[src/hdl/dino_pkg.sv]
// Dino runner shared definitions
`default_nettype none

package dino_pkg;

    typedef logic [10:0] coord_t;
    typedef logic [23:0] rgb_t;
    // Ten-thousands digit in the top nibble
    typedef logic [19:0] bcd_score_t;

    typedef enum logic {
        running = 1'b0,
        over    = 1'b1
    } game_mode_e;

    // 1280x480 raster, 1600x525 total frame
    localparam coord_t h_active = 11'd1280;
    localparam coord_t h_front  = 11'd32;
    localparam coord_t h_sync   = 11'd192;
    localparam coord_t h_back   = 11'd96;
    localparam coord_t h_total  = 11'd1600;

    localparam coord_t v_active = 11'd480;
    localparam coord_t v_front  = 11'd10;
    localparam coord_t v_sync   = 11'd2;
    localparam coord_t v_back   = 11'd33;
    localparam coord_t v_total  = 11'd525;

    // Dino stays put on the ground row
    localparam coord_t dino_x = 11'd100;
    localparam coord_t dino_y = 11'd348;
    localparam coord_t dino_w = 11'd32;
    localparam coord_t dino_h = 11'd32;

    localparam coord_t ground_y     = 11'd348;
    localparam coord_t cactus_start = 11'd1200;
    localparam coord_t group_start  = 11'd1600;
    localparam coord_t lava_start   = 11'd1800;
    localparam coord_t cactus_w     = 11'd32;
    localparam coord_t group_w      = 11'd150;
    localparam coord_t group_h      = 11'd40;
    localparam coord_t lava_w       = 11'd32;
    localparam coord_t obstacle_h   = 11'd32;

    // Score digits sit 16 pixels apart
    localparam coord_t score_x  = 11'd120;
    localparam coord_t score_y  = 11'd10;

    localparam coord_t banner_x = 11'd560;
    localparam coord_t banner_y = 11'd200;
    localparam coord_t banner_w = 11'd160;
    localparam coord_t banner_h = 11'd40;

    localparam logic [3:0] wraps_per_step = 4'd12;

    localparam rgb_t sky_rgb    = 24'h87_ce_eb;
    localparam rgb_t ink_rgb    = 24'h00_00_00;
    localparam rgb_t dino_rgb   = 24'h53_53_53;
    localparam rgb_t cactus_rgb = 24'h2e_8b_2e;
    localparam rgb_t lava_rgb   = 24'hff_45_00;
    localparam rgb_t banner_rgb = 24'hff_ff_ff;

endpackage

`default_nettype wire

[src/hdl/digit_font.sv]
// 8x8 digit glyph ROM
`default_nettype none

module digit_font (
    input  logic [3:0] digit,
    input  logic [2:0] row,
    output logic [7:0] bits
);

    logic [63:0] glyph;

    // Top row in the high byte, leftmost pixel in bit 7
    always_comb begin
        case (digit)
            4'd0:    glyph = 64'h3c66_6e7e_7666_3c00;
            4'd1:    glyph = 64'h1838_1818_1818_7e00;
            4'd2:    glyph = 64'h3c66_061c_3066_7e00;
            4'd3:    glyph = 64'h3c66_061c_0666_3c00;
            4'd4:    glyph = 64'h0c1c_2c4c_7e0c_0c00;
            4'd5:    glyph = 64'h7e60_7c06_0666_3c00;
            4'd6:    glyph = 64'h3c66_607c_6666_3c00;
            4'd7:    glyph = 64'h7e06_0c18_3030_3000;
            4'd8:    glyph = 64'h3c66_663c_6666_3c00;
            4'd9:    glyph = 64'h3c66_663e_0666_3c00;
            default: glyph = 64'h0;
        endcase
    end

    assign bits = glyph[63 - 8*row -: 8];

endmodule

`default_nettype wire

[src/hdl/raster_timing.sv]
// VGA raster counters and sync decode
`default_nettype none

module raster_timing
    import dino_pkg::*;
(
    input  logic   clk,
    input  logic   reset,
    output coord_t hcount,
    output coord_t vcount,
    output logic   hsync_raw,
    output logic   vsync_raw,
    output logic   blank_raw_n,
    output logic   vga_clk
);

    logic end_of_line;
    logic end_of_frame;

    assign end_of_line  = (hcount == h_total - 11'd1);
    assign end_of_frame = (vcount == v_total - 11'd1);

    always_ff @(posedge clk or posedge reset) begin
        if (reset) begin
            hcount <= '0;
        end else if (end_of_line) begin
            hcount <= '0;
        end else begin
            hcount <= hcount + 11'd1;
        end
    end

    // Lines advance only when the pixel counter wraps
    always_ff @(posedge clk or posedge reset) begin
        if (reset) begin
            vcount <= '0;
        end else if (end_of_line) begin
            if (end_of_frame) begin
                vcount <= '0;
            end else begin
                vcount <= vcount + 11'd1;
            end
        end
    end

    // Sync pulses are active low, after the front porch
    assign hsync_raw = !((hcount >= h_active + h_front) &&
                         (hcount < h_active + h_front + h_sync));
    assign vsync_raw = !((vcount >= v_active + v_front) &&
                         (vcount < v_active + v_front + v_sync));

    assign blank_raw_n = (hcount < h_active) && (vcount < v_active);

    // Pixel clock at half the system clock
    assign vga_clk = hcount[0];

endmodule

`default_nettype wire

[src/hdl/game_state.sv]
// Obstacle motion, score and collision
`default_nettype none

module game_state
    import dino_pkg::*;
#(
    parameter int tick_cycles = 2_000_000
) (
    input  logic       clk,
    input  logic       reset,
    input  logic       replay,
    output coord_t     cactus_x,
    output coord_t     group_x,
    output coord_t     lava_x,
    output bcd_score_t score,
    output game_mode_e mode
);

    localparam int cnt_w = $clog2(tick_cycles + 1);

    logic [cnt_w-1:0] tick_cnt;
    logic             tick;
    logic [5:0]       lfsr;
    coord_t           speed;
    logic [3:0]       wrap_count;
    logic             cactus_wrap;
    logic             group_wrap;
    logic             lava_wrap;
    logic             hit;

    function automatic logic boxes_overlap(input coord_t ax, ay, aw, ah,
                                           input coord_t bx, by, bw, bh);
        logic [11:0] ax_e;
        logic [11:0] ay_e;
        logic [11:0] bx_e;
        logic [11:0] by_e;
        ax_e = {1'b0, ax};
        ay_e = {1'b0, ay};
        bx_e = {1'b0, bx};
        by_e = {1'b0, by};
        return (ax_e < bx_e + bw) && (ax_e + aw > bx_e) &&
               (ay_e < by_e + bh) && (ay_e + ah > by_e);
    endfunction

    // Decimal increment with carry, 99999 rolls to 0
    function automatic bcd_score_t bcd_inc(input bcd_score_t value);
        bcd_score_t result;
        logic       carry;
        result = value;
        carry  = 1'b1;
        for (int i = 0; i < 5; i++) begin
            if (carry) begin
                if (result[4*i +: 4] == 4'd9) begin
                    result[4*i +: 4] = 4'd0;
                end else begin
                    result[4*i +: 4] = result[4*i +: 4] + 4'd1;
                    carry = 1'b0;
                end
            end
        end
        return result;
    endfunction

    assign tick = (mode == running) && (tick_cnt == cnt_w'(tick_cycles - 1));

    assign cactus_wrap = (cactus_x <= speed);
    assign group_wrap  = (group_x <= speed);
    assign lava_wrap   = (lava_x <= speed);

    assign hit = boxes_overlap(dino_x, dino_y, dino_w, dino_h,
                               cactus_x, ground_y, cactus_w, obstacle_h) ||
                 boxes_overlap(dino_x, dino_y, dino_w, dino_h,
                               group_x, ground_y, group_w, group_h) ||
                 boxes_overlap(dino_x, dino_y, dino_w, dino_h,
                               lava_x, ground_y, lava_w, obstacle_h);

    // Frozen while the game is over
    always_ff @(posedge clk or posedge reset) begin
        if (reset) begin
            tick_cnt <= '0;
        end else if (mode == running) begin
            if (tick) begin
                tick_cnt <= '0;
            end else begin
                tick_cnt <= tick_cnt + 1'b1;
            end
        end
    end

    always_ff @(posedge clk or posedge reset) begin
        if (reset) begin
            cactus_x   <= cactus_start;
            group_x    <= group_start;
            lava_x     <= lava_start;
            speed      <= 11'd1;
            wrap_count <= '0;
            lfsr       <= 6'b101011;
            score      <= '0;
        end else if (mode == over) begin
            // Score carries on across a replay
            if (replay) begin
                cactus_x   <= cactus_start;
                group_x    <= group_start;
                lava_x     <= lava_start;
                speed      <= 11'd1;
                wrap_count <= '0;
            end
        end else if (tick) begin
            cactus_x <= cactus_wrap ? h_active + coord_t'({lfsr, 4'd0})
                                    : cactus_x - speed;
            group_x  <= group_wrap ? h_active + coord_t'({~lfsr, 4'd0})
                                   : group_x - speed;
            lava_x   <= lava_wrap ? h_active + coord_t'({lfsr[3:0], 6'd0})
                                  : lava_x - speed;
            score    <= bcd_inc(score);
            // x^6 + x^5 + 1
            lfsr     <= {lfsr[4:0], lfsr[5] ^ lfsr[4]};
            if (wrap_count >= wraps_per_step) begin
                speed      <= speed + 11'd1;
                wrap_count <= '0;
            end else if (cactus_wrap || group_wrap || lava_wrap) begin
                wrap_count <= wrap_count + 4'd1;
            end
        end
    end

    always_ff @(posedge clk or posedge reset) begin
        if (reset) begin
            mode <= running;
        end else if (mode == over) begin
            if (replay) begin
                mode <= running;
            end
        end else if (hit) begin
            mode <= over;
        end
    end

endmodule

`default_nettype wire

[src/hdl/pixel_compositor.sv]
// Pixel layering and VGA output registers
`default_nettype none

module pixel_compositor
    import dino_pkg::*;
(
    input  logic       clk,
    input  logic       reset,
    input  coord_t     hcount,
    input  coord_t     vcount,
    input  logic       hsync_raw,
    input  logic       vsync_raw,
    input  logic       blank_raw_n,
    input  coord_t     cactus_x,
    input  coord_t     group_x,
    input  coord_t     lava_x,
    input  bcd_score_t score,
    input  game_mode_e mode,
    output rgb_t       rgb,
    output logic       hsync,
    output logic       vsync,
    output logic       blank_n
);

    coord_t     score_dx;
    coord_t     score_dy;
    logic [1:0] slot;
    logic [3:0] digit;
    logic [7:0] glyph_row;
    logic       digit_ink;
    rgb_t       pixel;

    function automatic logic in_box(input coord_t px, py, bx, by, bw, bh);
        logic [11:0] px_e;
        logic [11:0] py_e;
        logic [11:0] bx_e;
        logic [11:0] by_e;
        px_e = {1'b0, px};
        py_e = {1'b0, py};
        bx_e = {1'b0, bx};
        by_e = {1'b0, by};
        return (px_e >= bx_e) && (px_e < bx_e + bw) &&
               (py_e >= by_e) && (py_e < by_e + bh);
    endfunction

    // Offsets wrap high when left of or above the score origin
    assign score_dx = hcount - score_x;
    assign score_dy = vcount - score_y;
    assign slot     = score_dx[5:4];

    // Units digit is not shown
    always_comb begin
        case (slot)
            2'd0:    digit = score[19:16];
            2'd1:    digit = score[15:12];
            2'd2:    digit = score[11:8];
            default: digit = score[7:4];
        endcase
    end

    digit_font u_digit_font (
        .digit (digit),
        .row   (score_dy[2:0]),
        .bits  (glyph_row)
    );

    // Glyph covers the first 8 pixels of each 16-pixel slot
    assign digit_ink = (score_dx < 11'd64) && !score_dx[3] && (score_dy < 11'd8) &&
                       glyph_row[3'd7 - score_dx[2:0]];

    always_comb begin
        pixel = sky_rgb;
        if (mode == running) begin
            if (digit_ink) begin
                pixel = ink_rgb;
            end
            if (in_box(hcount, vcount, dino_x, dino_y, dino_w, dino_h)) begin
                pixel = dino_rgb;
            end
            if (in_box(hcount, vcount, cactus_x, ground_y, cactus_w, obstacle_h)) begin
                pixel = cactus_rgb;
            end
            if (in_box(hcount, vcount, group_x, ground_y, group_w, group_h)) begin
                pixel = cactus_rgb;
            end
            if (in_box(hcount, vcount, lava_x, ground_y, lava_w, obstacle_h)) begin
                pixel = lava_rgb;
            end
        end else if (in_box(hcount, vcount, banner_x, banner_y, banner_w, banner_h)) begin
            pixel = banner_rgb;
        end
    end

    // Syncs delayed one clock to line up with the colour register
    always_ff @(posedge clk or posedge reset) begin
        if (reset) begin
            hsync   <= 1'b1;
            vsync   <= 1'b1;
            blank_n <= 1'b0;
        end else begin
            hsync   <= hsync_raw;
            vsync   <= vsync_raw;
            blank_n <= blank_raw_n;
        end
    end

    always_ff @(posedge clk) begin
        rgb <= pixel;
    end

endmodule

`default_nettype wire

[src/hdl/dino_top.sv]
// Dino runner top level
`default_nettype none

module dino_top
    import dino_pkg::*;
#(
    parameter int tick_cycles = 2_000_000
) (
    input  logic       clk,
    input  logic       reset,
    input  logic       replay,
    output logic [7:0] vga_r,
    output logic [7:0] vga_g,
    output logic [7:0] vga_b,
    output logic       vga_hs,
    output logic       vga_vs,
    output logic       vga_blank_n,
    output logic       vga_clk,
    output bcd_score_t score,
    output logic       game_over
);

    coord_t     hcount;
    coord_t     vcount;
    logic       hsync_raw;
    logic       vsync_raw;
    logic       blank_raw_n;
    coord_t     cactus_x;
    coord_t     group_x;
    coord_t     lava_x;
    game_mode_e mode;
    rgb_t       rgb;

    game_state #(
        .tick_cycles (tick_cycles)
    ) u_game_state (
        .clk      (clk),
        .reset    (reset),
        .replay   (replay),
        .cactus_x (cactus_x),
        .group_x  (group_x),
        .lava_x   (lava_x),
        .score    (score),
        .mode     (mode)
    );

    raster_timing u_raster_timing (
        .clk         (clk),
        .reset       (reset),
        .hcount      (hcount),
        .vcount      (vcount),
        .hsync_raw   (hsync_raw),
        .vsync_raw   (vsync_raw),
        .blank_raw_n (blank_raw_n),
        .vga_clk     (vga_clk)
    );

    pixel_compositor u_pixel_compositor (
        .clk         (clk),
        .reset       (reset),
        .hcount      (hcount),
        .vcount      (vcount),
        .hsync_raw   (hsync_raw),
        .vsync_raw   (vsync_raw),
        .blank_raw_n (blank_raw_n),
        .cactus_x    (cactus_x),
        .group_x     (group_x),
        .lava_x      (lava_x),
        .score       (score),
        .mode        (mode),
        .rgb         (rgb),
        .hsync       (vga_hs),
        .vsync       (vga_vs),
        .blank_n     (vga_blank_n)
    );

    assign {vga_r, vga_g, vga_b} = rgb;
    assign game_over = (mode == over);

endmodule

`default_nettype wire

[config.mk]
export PLATFORM = sky130hd
export DESIGN_NAME = dino_top
export DESIGN_NICKNAME = d
export VERILOG_FILES = /design/src/hdl/dino_pkg.sv /design/src/hdl/digit_font.sv /design/src/hdl/raster_timing.sv /design/src/hdl/game_state.sv /design/src/hdl/pixel_compositor.sv /design/src/hdl/dino_top.sv
export SDC_FILE = /design/constraint.sdc
export NUM_CORES = 1
export LEC_CHECK = 0
export BUFFER_PORTS_ARGS = -buffer_cell sky130_fd_sc_hd__buf_2
export CAP_MARGIN = 20
export CORE_MARGIN = 5
export CORE_UTILIZATION = 44
export CTS_CLUSTER_DIAMETER = 150
export DETAILED_ROUTE_END_ITERATION = 8
export REMOVE_ABC_BUFFERS = 1
export SETUP_SLACK_MARGIN = 0.15
export SLEW_MARGIN = 20
export SYNTH_ARGS = -nofsm -noshare
export SYNTH_HDL_FRONTEND = slang
export SYNTH_SLANG_ARGS = --single-unit
export TNS_END_PERCENT = 50
[constraint.sdc]
create_clock -name clk -period 8.9 [get_ports clk]
set_clock_uncertainty 0.15 [all_clocks]
set_input_delay 2.67 -clock clk [delete_from_list [all_inputs] [get_ports clk]]
set_output_delay 2.67 -clock clk [all_outputs]
set_load 0.01 [all_outputs]
==> run summary <==
Least-Margin Pin Slew: 1110 ps
Post-Synth Adder-Cell Area: 14.6%
CTS resizes: 0
vias in the first global route: 8443
Avg Cell Area, Syn: 8.63 sq um
I/O Buffers: 51
synthesized flop and latch total: 135
H-tree Lvls: 4
layout cells sized above 1: 11.6%
routability cong.: 0.899
post-DR wirelength/cell: 17.3 um
DP Worst Slack: 3900 ps
Hold Buf Count CTS: 0
initial core utilization: 44.8%
RSZ-0062 raised after global routing: false
Distinct cells, synth: 82
CTS tree: built
Leak: 0.00544 uW
Die W: 165 um
initial antenna violation count: 0
crit path max fanout: 10
status: finished clean
combinational family with the most area after synthesis: compound AO/OA/AOI/OAI gates
GRT Util Overall: 20.7%
core area: 23500 sq um
maxcap violations: 0
critical path class: reg2reg
# rows: 56
Worst Setup Start Kind: register
CP endpoint kind: register
total gr overflow: 0
routed vias/inst: 5.71
post-DP HPWL: 20400 um
number of buffers created by CTS: 17
Final setup viols: 0
Gate Count Post-Synth: 1223
Synth Area in Compound Gates: 19.3%
Top Ports: 52
DR iter-0 viols: 666
Clock Path Buffers: 2
relative max-transition margin: 26.3%
synthesized cell area: 10500 sq um
final setup margin: 4490 ps
max-slew violations: 0
Synth warnings: 0
die area: 27200 sq um
internal reg-to-reg setup slack: 4490 ps
final antenna-violating net count: 0
Worst-Skew Late Latency: 430 ps
Placed Cells: 1549
first-pass GRT wire length: 45000 um
post-synthesis mux area share: 3.23%
FMAX: 0.227 GHz
worst hold path type: reg2reg
Post-synth EDFFs: 0
routed wire length: 27400 um
# DRC: 0
Tcrit/Tclk final: 49.5%
first drt pass iteration count: 5
ys async rst share: 89.6%
Post-CTS Setup Bufs: 0
Root Driver: clkbuf_16
die height: 165 um
Worst IR Drop VDD: 0.110 mV
sequential area share after synthesis: 31.6%
clock slew at reported path FFs: 60 ps
Fillers: 2314
largest net degree at the start of global routing: 65
clock sink count: 135
vias post-DR: 9021
Simple-Gate Fraction of Synth Area: 18.7%
Worst EP arrival: 4570 ps
Final Net Count: 1373
worst path required time: 9060 ps
XOR/XNOR share of the synthesized area: 7.28%
Finished Layout Cells: 1581
Final Hold Fails: 0
Ant. Diodes: 0
PwrDens: 135 nW/um^2
post-route setup TNS: 0 ps
Tmin final: 4410 ps
Area Growth Syn to Fin: 10.2%
top_reg_cell synth: dfrtp_1
[power by group]
part           switching (uW)  internal (uW)  total [uW]
clock network             316            397         713
registers                29.9            640         670
logic                     113           75.4         189
[area by class of cell]
class,count,area [sq um],area share (%)
Inverter,87,330,2.84
Clock inverter,15,161,1.39
Clock buffer,17,425,3.66
Timing Repair Buffer,58,308,2.65
Sequential cell,135,3330,28.7
Tap cell,319,399,3.43
Multi-Input combinational cell,950,6670,57.4
[path summary, 6_finish.rpt]
| kind | startpoint | end | cells past startpoint |
|---|---|---|---|
| setup / recovery | u_raster_timing.hcount[4] | u_pixel_compositor.rgb[18] | 13 |
| max in group asynchronous | reset | u_game_state.lava_x[5] | 3 |
| hold reg to reg | u_game_state.tick_cnt[6] | u_game_state.tick_cnt[6] | 1 |
| hold / removal | u_game_state.tick_cnt[6] | u_game_state.tick_cnt[6] | 1 |
| min in group asynchronous | reset | u_game_state.score[7] | 2 |
| setup reg to reg | u_raster_timing.hcount[4] | u_pixel_compositor.rgb[18] | 13 |
[state kept, by name, indices dropped and copies added, names as in the netlist]
register and count:
u_game_state.speed 11, u_game_state.cactus_x 11, u_pixel_compositor.vsync 1, u_raster_timing.vcount 11, u_game_state.tick_cnt 21, u_game_state.lava_x 11, u_pixel_compositor.blank_n 1, u_raster_timing.hcount 11
u_game_state.lfsr 6, u_pixel_compositor.hsync 1, u_game_state.wrap_count 4, u_game_state.score 20, u_pixel_compositor.rgb 14, u_game_state.mode 1, u_game_state.group_x 11
[cells by family after synthesis]
family	Yosys count
mux	29
buf+inv	138
fa+ha+maj	121
compound gates	314
xor+xnor	86
flops	135
simple gates	400
[cell usage in the layout, fill, tap and decap left out, types with 7 or more instances in the layout]
cell,netlist,routed
a21o_1,28,28
a21oi_1,77,76
a31oi_1,12,12
and3_1,13,13
and4_1,9,9
buf_2,2,51
buf_4,11,7
clkbuf_16,0,17
dfrtp_1,103,103
dfstp_2,18,18
dfxtp_1,14,14
ha_1,118,118
inv_1,86,85
mux2_2,8,8
mux2i_1,15,14
nand2_1,107,107
nand2b_1,8,8
nand3_1,47,47
nand4_1,23,23
nor2_1,97,97
nor2b_1,15,15
nor3_1,33,33
nor4_1,9,9
o211ai_1,11,11
o21a_1,12,12
o21ai_0,67,67
o21bai_1,7,7
o22ai_1,21,21
o31ai_1,7,7
or4_1,8,8
xnor2_1,59,59
xor2_1,25,25
[worst max-delay path: stages (launching register included)]
cell and delay (ps):
dfrtp_1 640, ha_1 440, xor2_2 350, mux2i_1 570
inv_1 280, ha_1 330, nor2_1 120, a31oi_1 50
o21ai_0 220, a21oi_1 60, or4_1 420, o211ai_2 230
a21oi_2 140, a211o_1 310
[stage by stage]
stage | util [%] | instance area, sq um | total power [uW] | hold slack, ps
after floorplan | - | 10300 | 818 | 305
after global routing | 49.4 | 11600 | 1640 | 353
after CTS | 49.3 | 11600 | 1590 | 344
final | 49.4 | 11600 | 1570 | 345
after detailed placement | 46.8 | 11000 | 868 | 335
after global placement | 46.8 | 11000 | 864 | 326
[Yosys cell counts (14+ instances only)]
master	number	area share (%)
ha_1	118	14
nand2_1	107	3.8
dfrtp_1	103	24
nor2_1	97	3.5
inv_1	86	3.1
a21oi_1	77	3.7
o21ai_0	67	3.2
xnor2_1	59	4.9
nand3_1	47	2.2
clkbuf_1	37	1.3
nor3_1	33	1.6
a21o_1	28	2.0
xor2_1	25	2.1
nand4_1	23	1.4
o22ai_1	21	1.2
dfstp_2	18	4.5
mux2i_1	15	1.4
nor2b_1	15	0.89
dfxtp_1	14	2.7
[routing by layer]
metal  wire length, um  track usage, %  part of all wire, %  vias up
li1                  -               -                    -     4459
met1             13600            30.1                   49     4306
met2             12000            31.5                   44      210
met3              1200            3.52                  4.4       46
met4               612            6.20                  2.2        0
met5                 0               0                    0        -
Note: power is estimated with default switching activity, not from simulation.
